## src/verilog/spw_link_pkg.sv

```systemverilog
// state encoding is fixed at 3 bits and the drop count saturates at 8 bits
package spw_link_pkg;

  // ------------------------------
  // link state machine
  // ------------------------------
  // ECSS-E-ST-50-12C link states, ErrorReset is the reset state
  typedef enum logic [2:0] {
    st_error_reset = 3'd0,
    st_error_wait  = 3'd1,
    st_ready       = 3'd2,
    st_started     = 3'd3,
    st_connecting  = 3'd4,
    st_run         = 3'd5
  } link_state_t;

  // ------------------------------
  // link status
  // ------------------------------
  // number of Run exits seen since reset
  typedef logic [7:0] link_count_t;

  // count holds here instead of wrapping
  localparam link_count_t link_count_max = link_count_t'(255);

endpackage

```

## src/verilog/spw_timing_pkg.sv

```systemverilog
// link delays assume a 10 MHz i_clk, so any other clock rate needs new cycle counts here
package spw_timing_pkg;

  // ------------------------------
  // clock rate
  // ------------------------------
  // period of i_clk in ns that the cycle counts below are based on
  localparam int clk_period_ns = 100;

  // ------------------------------
  // link delays in i_clk cycles
  // ------------------------------
  // ErrorReset dwell time, 6.4 us nominal
  localparam int t_6p4_cycles  = 64;
  // ErrorWait dwell and Started/Connecting timeout, 12.8 us nominal
  localparam int t_12p8_cycles = 128;

  // delay counter, wide enough for the longer delay
  typedef logic [7:0] timer_count_t;

endpackage
```

## src/verilog/spw_link_top.sv

```systemverilog
// single clock link control, receive strobes must already be in the i_clk domain
`timescale 1ns/1ps

module spw_link_top
(
  input  logic                      i_clk,
  input  logic                      i_reset_n,
  // asynchronous control levels
  input  logic                      i_link_start,
  input  logic                      i_link_disable,
  input  logic                      i_auto_start,
  // receiver and transmitter strobes
  input  logic                      i_got_null,
  input  logic                      i_got_fct,
  input  logic                      i_got_n_char,
  input  logic                      i_got_time_code,
  input  logic                      i_rx_error,
  input  logic                      i_credit_error,
  // link controls
  output logic                      o_link_reset_n,
  output logic                      o_rx_en,
  output logic                      o_tx_en,
  output logic                      o_send_nulls,
  output logic                      o_send_fcts,
  output logic                      o_send_n_chars,
  output logic                      o_send_time_codes,
  output logic                      o_char_sequence_error,
  // link status
  output logic                      o_link_up,
  output logic                      o_link_down,
  output spw_link_pkg::link_count_t o_link_drop_count
);

  // synchronized control levels
  logic link_start_s;
  logic link_disable_s;
  logic auto_start_s;

  // timer handshake and run level
  logic timer_restart;
  logic after_6p4;
  logic after_12p8;
  logic run_state;

  // ------------------------------
  // control level synchronizer
  // ------------------------------
  spw_ctrl_sync u_ctrl_sync
  (
    .i_clk          (i_clk),
    .i_reset_n      (i_reset_n),
    .i_link_start   (i_link_start),
    .i_link_disable (i_link_disable),
    .i_auto_start   (i_auto_start),
    .o_link_start   (link_start_s),
    .o_link_disable (link_disable_s),
    .o_auto_start   (auto_start_s)
  );

  // ------------------------------
  // link delay timer
  // ------------------------------
  spw_link_timer u_link_timer
  (
    .i_clk        (i_clk),
    .i_reset_n    (i_reset_n),
    .i_restart    (timer_restart),
    .o_after_6p4  (after_6p4),
    .o_after_12p8 (after_12p8)
  );

  // ------------------------------
  // link state machine
  // ------------------------------
  spw_link_fsm u_link_fsm
  (
    .i_clk                 (i_clk),
    .i_reset_n             (i_reset_n),
    .i_link_start          (link_start_s),
    .i_link_disable        (link_disable_s),
    .i_auto_start          (auto_start_s),
    .i_got_null            (i_got_null),
    .i_got_fct             (i_got_fct),
    .i_got_n_char          (i_got_n_char),
    .i_got_time_code       (i_got_time_code),
    .i_rx_error            (i_rx_error),
    .i_credit_error        (i_credit_error),
    .i_after_6p4           (after_6p4),
    .i_after_12p8          (after_12p8),
    .o_timer_restart       (timer_restart),
    .o_run_state           (run_state),
    .o_link_reset_n        (o_link_reset_n),
    .o_rx_en               (o_rx_en),
    .o_tx_en               (o_tx_en),
    .o_send_nulls          (o_send_nulls),
    .o_send_fcts           (o_send_fcts),
    .o_send_n_chars        (o_send_n_chars),
    .o_send_time_codes     (o_send_time_codes),
    .o_char_sequence_error (o_char_sequence_error)
  );

  // ------------------------------
  // link status
  // ------------------------------
  spw_link_status u_link_status
  (
    .i_clk             (i_clk),
    .i_reset_n         (i_reset_n),
    .i_run_state       (run_state),
    .o_link_up         (o_link_up),
    .o_link_down       (o_link_down),
    .o_link_drop_count (o_link_drop_count)
  );

endmodule

```

## src/verilog/spw_link_status.sv

```systemverilog
// strobes lag the run level by one cycle and the drop count sticks at its maximum
`timescale 1ns/1ps

module spw_link_status
(
  input  logic                      i_clk,
  input  logic                      i_reset_n,
  // high while the link is in Run
  input  logic                      i_run_state,
  // single cycle edge strobes
  output logic                      o_link_up,
  output logic                      o_link_down,
  // Run exits since reset
  output spw_link_pkg::link_count_t o_link_drop_count
);

  import spw_link_pkg::*;

  // run level one cycle back
  logic run_d;

  // ------------------------------
  // edge strobes
  // ------------------------------
  always_ff @(posedge i_clk or negedge i_reset_n)
  begin
    if (!i_reset_n)
    begin
      run_d       <= 1'b0;
      o_link_up   <= 1'b0;
      o_link_down <= 1'b0;
    end
    else
    begin
      run_d       <= i_run_state;
      o_link_up   <= i_run_state & ~run_d;
      o_link_down <= ~i_run_state & run_d;
    end
  end

  // ------------------------------
  // drop counter
  // ------------------------------
  always_ff @(posedge i_clk or negedge i_reset_n)
  begin
    if (!i_reset_n)
    begin
      o_link_drop_count <= '0;
    end
    else if (~i_run_state && run_d && (o_link_drop_count != link_count_max))
    begin
      // steps on the same edge that raises o_link_down
      o_link_drop_count <= o_link_drop_count + link_count_t'(1);
    end
  end

endmodule

```

## src/verilog/spw_link_fsm.sv

```systemverilog
// receive strobes must be single i_clk pulses and control levels must already be synchronized
`timescale 1ns/1ps

module spw_link_fsm
(
  input  logic i_clk,
  input  logic i_reset_n,
  // synchronized control levels
  input  logic i_link_start,
  input  logic i_link_disable,
  input  logic i_auto_start,
  // receiver event strobes
  input  logic i_got_null,
  input  logic i_got_fct,
  input  logic i_got_n_char,
  input  logic i_got_time_code,
  input  logic i_rx_error,
  // transmitter credit overflow strobe
  input  logic i_credit_error,
  // delay flags from the timer
  input  logic i_after_6p4,
  input  logic i_after_12p8,
  // timer clear and run level for status
  output logic o_timer_restart,
  output logic o_run_state,
  // link controls
  output logic o_link_reset_n,
  output logic o_rx_en,
  output logic o_tx_en,
  output logic o_send_nulls,
  output logic o_send_fcts,
  output logic o_send_n_chars,
  output logic o_send_time_codes,
  output logic o_char_sequence_error
);

  import spw_link_pkg::*;

  link_state_t state_q;
  link_state_t state_next;

  // gotNULL condition
  logic got_null_q;
  // latch or a NULL arriving right now
  logic got_null_w;

  // unexpected character for the current state
  logic seq_err;
  // any other reason to fall back to ErrorReset
  logic abort;
  // sequence error that actually causes the fall back
  logic cse_next;

  assign got_null_w = got_null_q | i_got_null;

  // ------------------------------
  // next state
  // ------------------------------
  always_comb
  begin
    state_next = state_q;
    seq_err    = 1'b0;
    abort      = 1'b0;
    case (state_q)
      st_error_reset:
      begin
        // receive error keeps us here, delay restarts only on a state change
        if (i_after_6p4 && !i_rx_error)
        begin
          state_next = st_error_wait;
        end
      end
      st_error_wait:
      begin
        // only NULLs are allowed while waiting
        seq_err = i_got_fct | i_got_n_char | i_got_time_code;
        abort   = i_rx_error | i_credit_error;
        if (abort || seq_err)
        begin
          state_next = st_error_reset;
        end
        else if (i_after_12p8)
        begin
          state_next = st_ready;
        end
      end
      st_ready:
      begin
        seq_err = i_got_fct | i_got_n_char | i_got_time_code;
        abort   = i_rx_error | i_credit_error;
        if (abort || seq_err)
        begin
          state_next = st_error_reset;
        end
        else if (i_link_start || (i_auto_start && got_null_w))
        begin
          // auto start waits for the far end to send a NULL
          state_next = st_started;
        end
      end
      st_started:
      begin
        seq_err = i_got_fct | i_got_n_char | i_got_time_code;
        // no NULL within 12.8 us is a connect timeout
        abort   = i_rx_error | i_credit_error | i_link_disable | i_after_12p8;
        if (abort || seq_err)
        begin
          state_next = st_error_reset;
        end
        else if (got_null_w)
        begin
          state_next = st_connecting;
        end
      end
      st_connecting:
      begin
        // FCTs are now expected, data and time codes still not
        seq_err = i_got_n_char | i_got_time_code;
        abort   = i_rx_error | i_credit_error | i_link_disable | i_after_12p8;
        if (abort || seq_err)
        begin
          state_next = st_error_reset;
        end
        else if (i_got_fct)
        begin
          state_next = st_run;
        end
      end
      st_run:
      begin
        abort = i_rx_error | i_credit_error | i_link_disable;
        if (abort)
        begin
          state_next = st_error_reset;
        end
      end
      default:
      begin
        state_next = st_error_reset;
      end
    endcase
  end

  // other errors take priority in the report
  assign cse_next = seq_err & ~abort;

  // counter clears on the same edge the state changes
  assign o_timer_restart = (state_next != state_q);

  // ------------------------------
  // state, gotNULL and outputs
  // ------------------------------
  always_ff @(posedge i_clk or negedge i_reset_n)
  begin
    if (!i_reset_n)
    begin
      state_q               <= st_error_reset;
      got_null_q            <= 1'b0;
      o_run_state           <= 1'b0;
      o_link_reset_n        <= 1'b0;
      o_rx_en               <= 1'b0;
      o_tx_en               <= 1'b0;
      o_send_nulls          <= 1'b0;
      o_send_fcts           <= 1'b0;
      o_send_n_chars        <= 1'b0;
      o_send_time_codes     <= 1'b0;
      o_char_sequence_error <= 1'b0;
    end
    else
    begin
      state_q <= state_next;

      // NULLs count in ErrorWait, Ready and Started only
      if (state_q == st_error_reset)
      begin
        got_null_q <= 1'b0;
      end
      else if (i_got_null &&
               (state_q == st_error_wait || state_q == st_ready || state_q == st_started))
      begin
        got_null_q <= 1'b1;
      end

      // outputs follow the next state so they are glitch free
      o_link_reset_n    <= (state_next != st_error_reset);
      o_rx_en           <= (state_next != st_error_reset);
      o_tx_en           <= (state_next == st_started) || (state_next == st_connecting) ||
                           (state_next == st_run);
      o_send_nulls      <= (state_next == st_started) || (state_next == st_connecting) ||
                           (state_next == st_run);
      o_send_fcts       <= (state_next == st_connecting) || (state_next == st_run);
      o_send_n_chars    <= (state_next == st_run);
      o_send_time_codes <= (state_next == st_run);
      o_run_state       <= (state_next == st_run);

      // single cycle, the state has left by the next edge
      o_char_sequence_error <= cse_next;
    end
  end

endmodule

```

## src/verilog/spw_link_timer.sv

```systemverilog
// one shared counter serves both delays, so only the delay since the last restart is known
`timescale 1ns/1ps

module spw_link_timer
(
  input  logic i_clk,
  input  logic i_reset_n,
  // clears the count, one cycle wide
  input  logic i_restart,
  // levels that hold until the next restart
  output logic o_after_6p4,
  output logic o_after_12p8
);

  import spw_timing_pkg::*;

  // ------------------------------
  // delay counter
  // ------------------------------
  // cycles since reset or the last restart
  timer_count_t count_q;

  // count limit as a counter value
  localparam timer_count_t count_6p4  = timer_count_t'(t_6p4_cycles);
  localparam timer_count_t count_12p8 = timer_count_t'(t_12p8_cycles);

  always_ff @(posedge i_clk or negedge i_reset_n)
  begin
    if (!i_reset_n)
    begin
      // reset also starts the ErrorReset delay
      count_q <= '0;
    end
    else if (i_restart)
    begin
      count_q <= '0;
    end
    else if (count_q != count_12p8)
    begin
      // stops at the longer delay so the flags stay up
      count_q <= count_q + timer_count_t'(1);
    end
  end

  // ------------------------------
  // delay flags
  // ------------------------------
  // 6.4 us passed, stays high past 12.8 us too
  assign o_after_6p4  = (count_q >= count_6p4);

  // counter parks at this value
  assign o_after_12p8 = (count_q == count_12p8);

endmodule

```

## src/verilog/spw_ctrl_sync.sv

```systemverilog
// control levels are seen two i_clk cycles late and must stay stable for at least two cycles
`timescale 1ns/1ps

module spw_ctrl_sync
(
  input  logic i_clk,
  input  logic i_reset_n,
  // asynchronous levels from the user side
  input  logic i_link_start,
  input  logic i_link_disable,
  input  logic i_auto_start,
  // same levels in the i_clk domain
  output logic o_link_start,
  output logic o_link_disable,
  output logic o_auto_start
);

  // first stage may go metastable
  logic [2:0] meta_q;
  // second stage is safe to read
  logic [2:0] sync_q;

  always_ff @(posedge i_clk or negedge i_reset_n)
  begin
    if (!i_reset_n)
    begin
      meta_q <= '0;
      sync_q <= '0;
    end
    else
    begin
      // bit order is start, disable, auto start
      meta_q <= {i_link_start, i_link_disable, i_auto_start};
      sync_q <= meta_q;
    end
  end

  assign o_link_start   = sync_q[2];
  assign o_link_disable = sync_q[1];
  assign o_auto_start   = sync_q[0];

endmodule

```

## config.mk

```make
export PLATFORM = sky130hd
export DESIGN_NAME = spw_link_top
export DESIGN_NICKNAME = d
export VERILOG_FILES = /design/src/verilog/spw_link_pkg.sv /design/src/verilog/spw_timing_pkg.sv /design/src/verilog/spw_link_top.sv /design/src/verilog/spw_link_status.sv /design/src/verilog/spw_link_fsm.sv /design/src/verilog/spw_link_timer.sv /design/src/verilog/spw_ctrl_sync.sv
export SDC_FILE = /design/constraint.sdc
export NUM_CORES = 1
export LEC_CHECK = 0
export BUFFER_PORTS_ARGS = -buffer_cell sky130_fd_sc_hd__clkbuf_2
export CAP_MARGIN = 20
export CORE_MARGIN = 4
export CORE_UTILIZATION = 50
export DETAILED_ROUTE_END_ITERATION = 12
export PLACE_DENSITY_LB_ADDON = 0.3
export SKIP_LAST_GASP = 1
export SLEW_MARGIN = 10
export SYNTH_ARGS = -nofsm -noshare
export SYNTH_HDL_FRONTEND = slang
export SYNTH_SLANG_ARGS = --single-unit
```

## constraint.sdc

```tcl
create_clock -name i_clk -period 6.2 [get_ports i_clk]
set_input_delay 0.62 -clock i_clk [delete_from_list [all_inputs] [get_ports i_clk]]
set_output_delay 0.62 -clock i_clk [all_outputs]
set_load 0.1 [all_outputs]
```

# ---- Word-level counts from Yosys, hierarchy flattened
# Cells that the tools add are included.
# Widths: inputs -> output; s select.
dict set report word_totals {
  ff_bits 34
  in_bits 11
  word_cells 81
}
dict set report op_classes {
  addsub 2
  magnitude_cmp 1
  eq_ne 12
  n_mux 17
  bitwise_logic 13
  n_reduce_logical 22
}
# op count
set ops {}
lappend ops {{$mux 3} 10}
lappend ops {{$pmux 3 s6} 1}
lappend ops {{$add 8x1->8 const B} 2}
lappend ops {{$mux 8} 2}
lappend ops {{$ne 8x8->1 const B} 2}
lappend ops {{$eq 3x3->1 const B} 4}
lappend ops {{$eq 3x2->1 const B} 3}
lappend ops {{$logic_or 1x1->1} 9}
lappend ops {{$eq 8x8->1 const B} 1}
lappend ops {{$ge 8x7->1 const B} 1}
lappend ops {{$or 1x1->1} 7}
lappend ops {{$logic_and 1x1->1} 5}
lappend ops {{$reduce_bool 2->1} 2}
lappend ops {{$reduce_or 2->1} 2}
lappend ops {{$and 1x1->1} 3}
lappend ops {{$eq 3x1->1 const B} 1}
lappend ops {{$logic_not 3->1} 1}
lappend ops {{$ne 3x3->1} 1}
lappend ops {{$not 1->1} 3}
lappend ops {{$pmux 1 s3} 1}
lappend ops {{$reduce_bool 3->1} 1}
lappend ops {{$reduce_or 3->1} 1}
lappend ops {{$mux 1} 2}
lappend ops {{$pmux 1 s2} 1}
lappend ops {{$logic_not 1->1} 1}

# ---- Logic depth before layout (Yosys ltp)
dict set report logic_depth {
  depth_word 9
  depth_mapped 8
}

# ---- Cells and area by module
# From an unflattened synthesis, not the netlist that was laid out.
dict set report unflattened {
  cells_unflattened 157
  hier_area_um2 1710.4
}
# mod n_inst cells_each area_each_um2 seq_area_each_um2
set by_module_without_submodules {}
lappend by_module_without_submodules {spw_link_fsm 1 68 614.3 225.2}
lappend by_module_without_submodules {spw_link_status 1 37 498.0 275.3}
lappend by_module_without_submodules {spw_link_timer 1 46 447.9 200.2}
lappend by_module_without_submodules {spw_ctrl_sync 1 6 150.1 150.1}

# ---- Least setup slack after synthesis
# Ideal clock, no wire load.
dict set report synth_path {
  kind {input to register}
  start {input port i_got_fct}
  end {register u_link_timer.count_q[0]}
  arrival_time_ns 2.093
  t_required_ns 6.037
  setup_slack_ns 3.943
  stages 4
  path_buffers 0
  cell_sequence {or4b_1 -> or3_1 -> o211ai_1 -> a211oi_1}
}
dict set report synth_between {
  elab_chain_len 7
  elab_cells_between_ends 13
  classes_between {eq/ne (1); mux (7); bitwise (2); reduce/logical (3)}
}
# item line_no
set synth_lines {}
lappend synth_lines {{start, declared} spw_link_top.sv:14} ;# input logic i_got_fct,
lappend synth_lines {{$or 1x1->1 (2 in a row)} {spw_link_fsm.sv:76, spw_link_fsm.sv:89, spw_link_fsm.sv:103}}
lappend synth_lines {{$logic_or 1x1->1, on equally long branches} {spw_link_fsm.sv:106, spw_link_fsm.sv:78, spw_link_fsm.sv:91}}
lappend synth_lines {{$mux 3, on equally long branches} {spw_link_fsm.sv:106, spw_link_fsm.sv:78, spw_link_fsm.sv:91}}
lappend synth_lines {{$pmux 3 s6 (*)} spw_link_fsm.sv:64} ;# case (state_q)
lappend synth_lines {{$ne 3x3->1 (*)} spw_link_fsm.sv:148} ;# assign o_timer_restart = (state_next != state_q);
lappend synth_lines {{$mux 8 or $reduce_bool 2->1 (tied branches)} --}
lappend synth_lines {{end signal, assigned} spw_link_timer.sv:41} ;# count_q <= count_q + timer_count_t'(1);
lappend synth_lines {{end, declared} spw_link_timer.sv:21} ;# timer_count_t count_q;
# Mark *: on every way between the ends. The rest lies on a longest branch, timed or not.
# A chain may end at the register's enable or synchronous reset.

# ---- Final worst setup path
dict set report layout_path {
  start {register u_link_timer.count_q[0]}
  end {register u_link_timer.count_q[4]}
}
dict set report layout_between {
  elab_chain_len 7
  elab_cells_between_ends 18
  classes_between {add/sub (1); order compare (1); eq/ne (3); mux (8); bitwise (1); reduce/logical (4)}
}
# item
set layout_lines {}
lappend layout_lines {{branches (longest 7 deep; another with $ge 8x7->1)}}
# Parallel ways; which one is timed is not known. The select of a mux whose other input is x is not followed.

==> run metrics <==
largest net degree at the start of global routing 35; Worst Hold Class register to register; Final Max Slew Viols 0; Antenna diodes 0; vias in the first global route 1254; Worst EP arrival 2.85 ns; Setup Fix Bufs, Post-CTS 0; mux cell area share after synthesis 0.0195; Synth Flop Type dfrtp_1; EDFF count, synth 0; first-pass GRT wire length 5780 um; Sw Ratio 0.319; xor and xnor area share after synthesis 0.0683; Async S/R FF share, synth 1.00; setup TNS 0 ns; # IOs 29; # rows 20; Min Hold Slack 0.345 ns; Clk pin slew, worst setup/hold paths 0.11 ns; GPL Wtd Cong 0.856; layout cells sized above 1 0.281; VDD IR max 0.242 mV; cell taking the most area after synthesis dfrtp_1; DR WL/cell 14.9 um; Syn Std Cell Area 1670 um^2; Compound-Gate Fraction of Synth Area 0.149; drt initial violations 72; All-Layer GR Usage 0.177; Root Buffer clkbuf_4; Worst Path Required 6.36 ns; vias per inst 5.79; Setup CP Type register to register; largest cells by area after synthesis dfrtp_1, xor2_1, a211oi_1; R2R cell count 7; largest family of logic cells by synthesized area simple AND/OR/NAND/NOR gates; Final #Nets 191; CTS max path bufs 2; # resized after CTS 0; post-synthesis simple-gate area fraction 0.191; Clock Power Share 0.268; iteration count of the initial detailed-routing pass 4; Final Hold Fails 0; Final Skew 0.0184 ns; clock sink total 34; Static Leakage 0.874 nW; total grt overflow 0; Worst Tran Pin Value 0.897 ns; Initial Utilization 0.533; f_max 0.372 GHz; CP startpoint kind register; mean area per synthesized cell 11.2 um^2; Inserted Clock Buffers 5; MaxCap Viol Count 0; Die Y 65.7 um; Clk Latency, worst-skew pair 0.34 ns; Crit. End Element register; Seq/Total Area, Yosys 0.511; Post-route DRC 0; sequential power share 0.504; H-tree levels 2; final setup violation count 0; Combinational Power Share 0.228; initial antenna violation count 0; CTS tree built; RSZ-0062 raised after global routing false; post-DP HPWL 2440 um; status finished, final reports clean; Int Pwr 376 uW; CP Max Fanout 8; Slew HR 0.397; port bufs 28; warnings from Yosys 0; core box area 3130 um^2; top cell type's share of synthesized area 0.511; Post-Route WL 3300 um; via count 1286; area share of fa/ha/maj cells after synthesis 0.0225; die area 4320 um^2; Hold Path Stages 0; fin crit period 2.69 ns; Die Wd 65.7 um; Synth-to-Final Area Change 13.7%; final period utilization 0.434; hold buffers post-CTS 0; post-route ant nets 0; Pwr Density 291 nW/um^2; Synth Instances 149; post-synth net total 163; Cell variety after synth 46; Net Sw Power 176 uW; register bit count reported by yosys 34
-- power groups by stage --
stage / combinational [mW] / clock, mW / sequential, mW
detailed placement: 0.125 / 0 / 0.281
floorplan: 0.0930 / 0 / 0.282
finish: 0.126 / 0.148 / 0.278
global route: 0.139 / 0.164 / 0.280
CTS: 0.126 / 0.154 / 0.277
global placement: 0.121 / 0 / 0.280
-- area by class of cell --
cell class | count | area (um^2)
inverter | 5 | 18.8
tap | 44 | 55.1
fill | 256 | 1230
timing repair buffer | 28 | 140
sequential | 34 | 851
multi-input combinational | 103 | 751
clock buffer | 8 | 78.8
-- worst max-delay path: stages (launching register included) --
cell,delay [ns]
dfrtp_1,0.43
inv_1,0.10
ha_1,0.19
nor3b_1,0.44
a2111oi_2,0.15
a31o_2,0.26
o31ai_1,0.76
a211oi_1,0.17
-- per-stage QoR --
stage | setup WS, ns | area, um^2 | instances | utilization | total power, mW
final | 3.51 | 1890 | 222 | 0.606 | 0.552
after detailed placement | 3.59 | 1820 | 214 | 0.580 | 0.406
after CTS | 3.56 | 1890 | 222 | 0.606 | 0.557
after floorplan | 3.94 | 1670 | 149 | - | 0.375
after global placement | 3.74 | 1820 | 214 | 0.580 | 0.401
after global routing | 3.33 | 1890 | 222 | 0.606 | 0.583
-- routing by layer --
metal / global-route usage / up-vias / part of all wire
met3: 0.0530 / 5 / 0.059
met2: 0.284 / 42 / 0.49
met4: 0.0466 / 0 / 0.013
met5: 0 / - / 0
met1: 0.232 / 637 / 0.44
li1: - / 602 / -
-- final timing paths --
check | from | to | slack (ns)
min in group asynchronous | i_reset_n | u_link_fsm.o_char_sequence_error$_DFF_PN0_ | 0.35
min reg2reg | u_ctrl_sync.meta_q[1]$_DFF_PN0_ | u_ctrl_sync.sync_q[1]$_DFF_PN0_ | 0.34
max reg2reg | u_link_timer.count_q[0]$_DFFE_PN0P_ | u_link_timer.count_q[4]$_DFFE_PN0P_ | 3.51
min | u_ctrl_sync.meta_q[1]$_DFF_PN0_ | u_ctrl_sync.sync_q[1]$_DFF_PN0_ | 0.34
max in group asynchronous | i_reset_n | u_link_fsm.o_run_state$_DFF_PN0_ | 5.32
max | u_link_timer.count_q[0]$_DFFE_PN0P_ | u_link_timer.count_q[4]$_DFFE_PN0P_ | 3.51
-- cells in the final DEF (no fill, tap or decap), drive strengths merged, types with 2 or more instances in the layout --
master	synthesis	routed
clkbuf	2	36
nand4	4	4
or3	6	6
nor2	7	7
a211oi	8	8
o211ai	2	2
mux2	2	2
o21ai	5	5
or2	3	3
nand2	5	5
nor2b	3	3
o21a	3	3
nor4	3	3
dfrtp	34	34
nor4b	2	2
or4b	3	3
inv	5	5
a21oi	7	7
nor3	2	2
xnor2	5	5
ha	3	3
nand3	5	5
xor2	8	8
and3	2	2
-- Yosys cell counts, drive strengths merged, types with 2 or more instances --
master and n:
nand4 4, a211oi 8, or3 6, nor2b 3, buf 5, xnor2 5, and3 2, mux2 2
o21ai 5, inv 5, or2 3, nand3 5, nand2 5, xor2 8, dfrtp 34, nor4b 2
o211ai 2, ha 3, a21oi 7, o21a 3, or4b 3, nor4 3, nor3 2, clkbuf 2
nor2 7
-- logic make-up after synthesis --
group / count (synthesis)
simple gates: 50
compound gates: 34
flops: 34
xor+xnor: 13
buf+inv: 12
mux: 3
fa+ha+maj: 3
-- flip-flops by register name (all words and copies together) (netlist names) --
signal                            count
u_ctrl_sync.sync_q                    3
u_link_fsm.o_run_state                1
u_link_fsm.o_char_sequence_error      1
u_ctrl_sync.meta_q                    3
u_link_fsm.o_send_fcts                1
u_link_status.o_link_up               1
u_link_fsm.o_link_reset_n             1
u_link_status.o_link_down             1
u_link_fsm.state_q                    3
u_link_fsm.got_null_q                 1
u_link_fsm.o_tx_en                    1
u_link_status.run_d                   1
u_link_status.o_link_drop_count       8
u_link_timer.count_q                  8
Note: power is estimated with default switching activity, not from simulation.
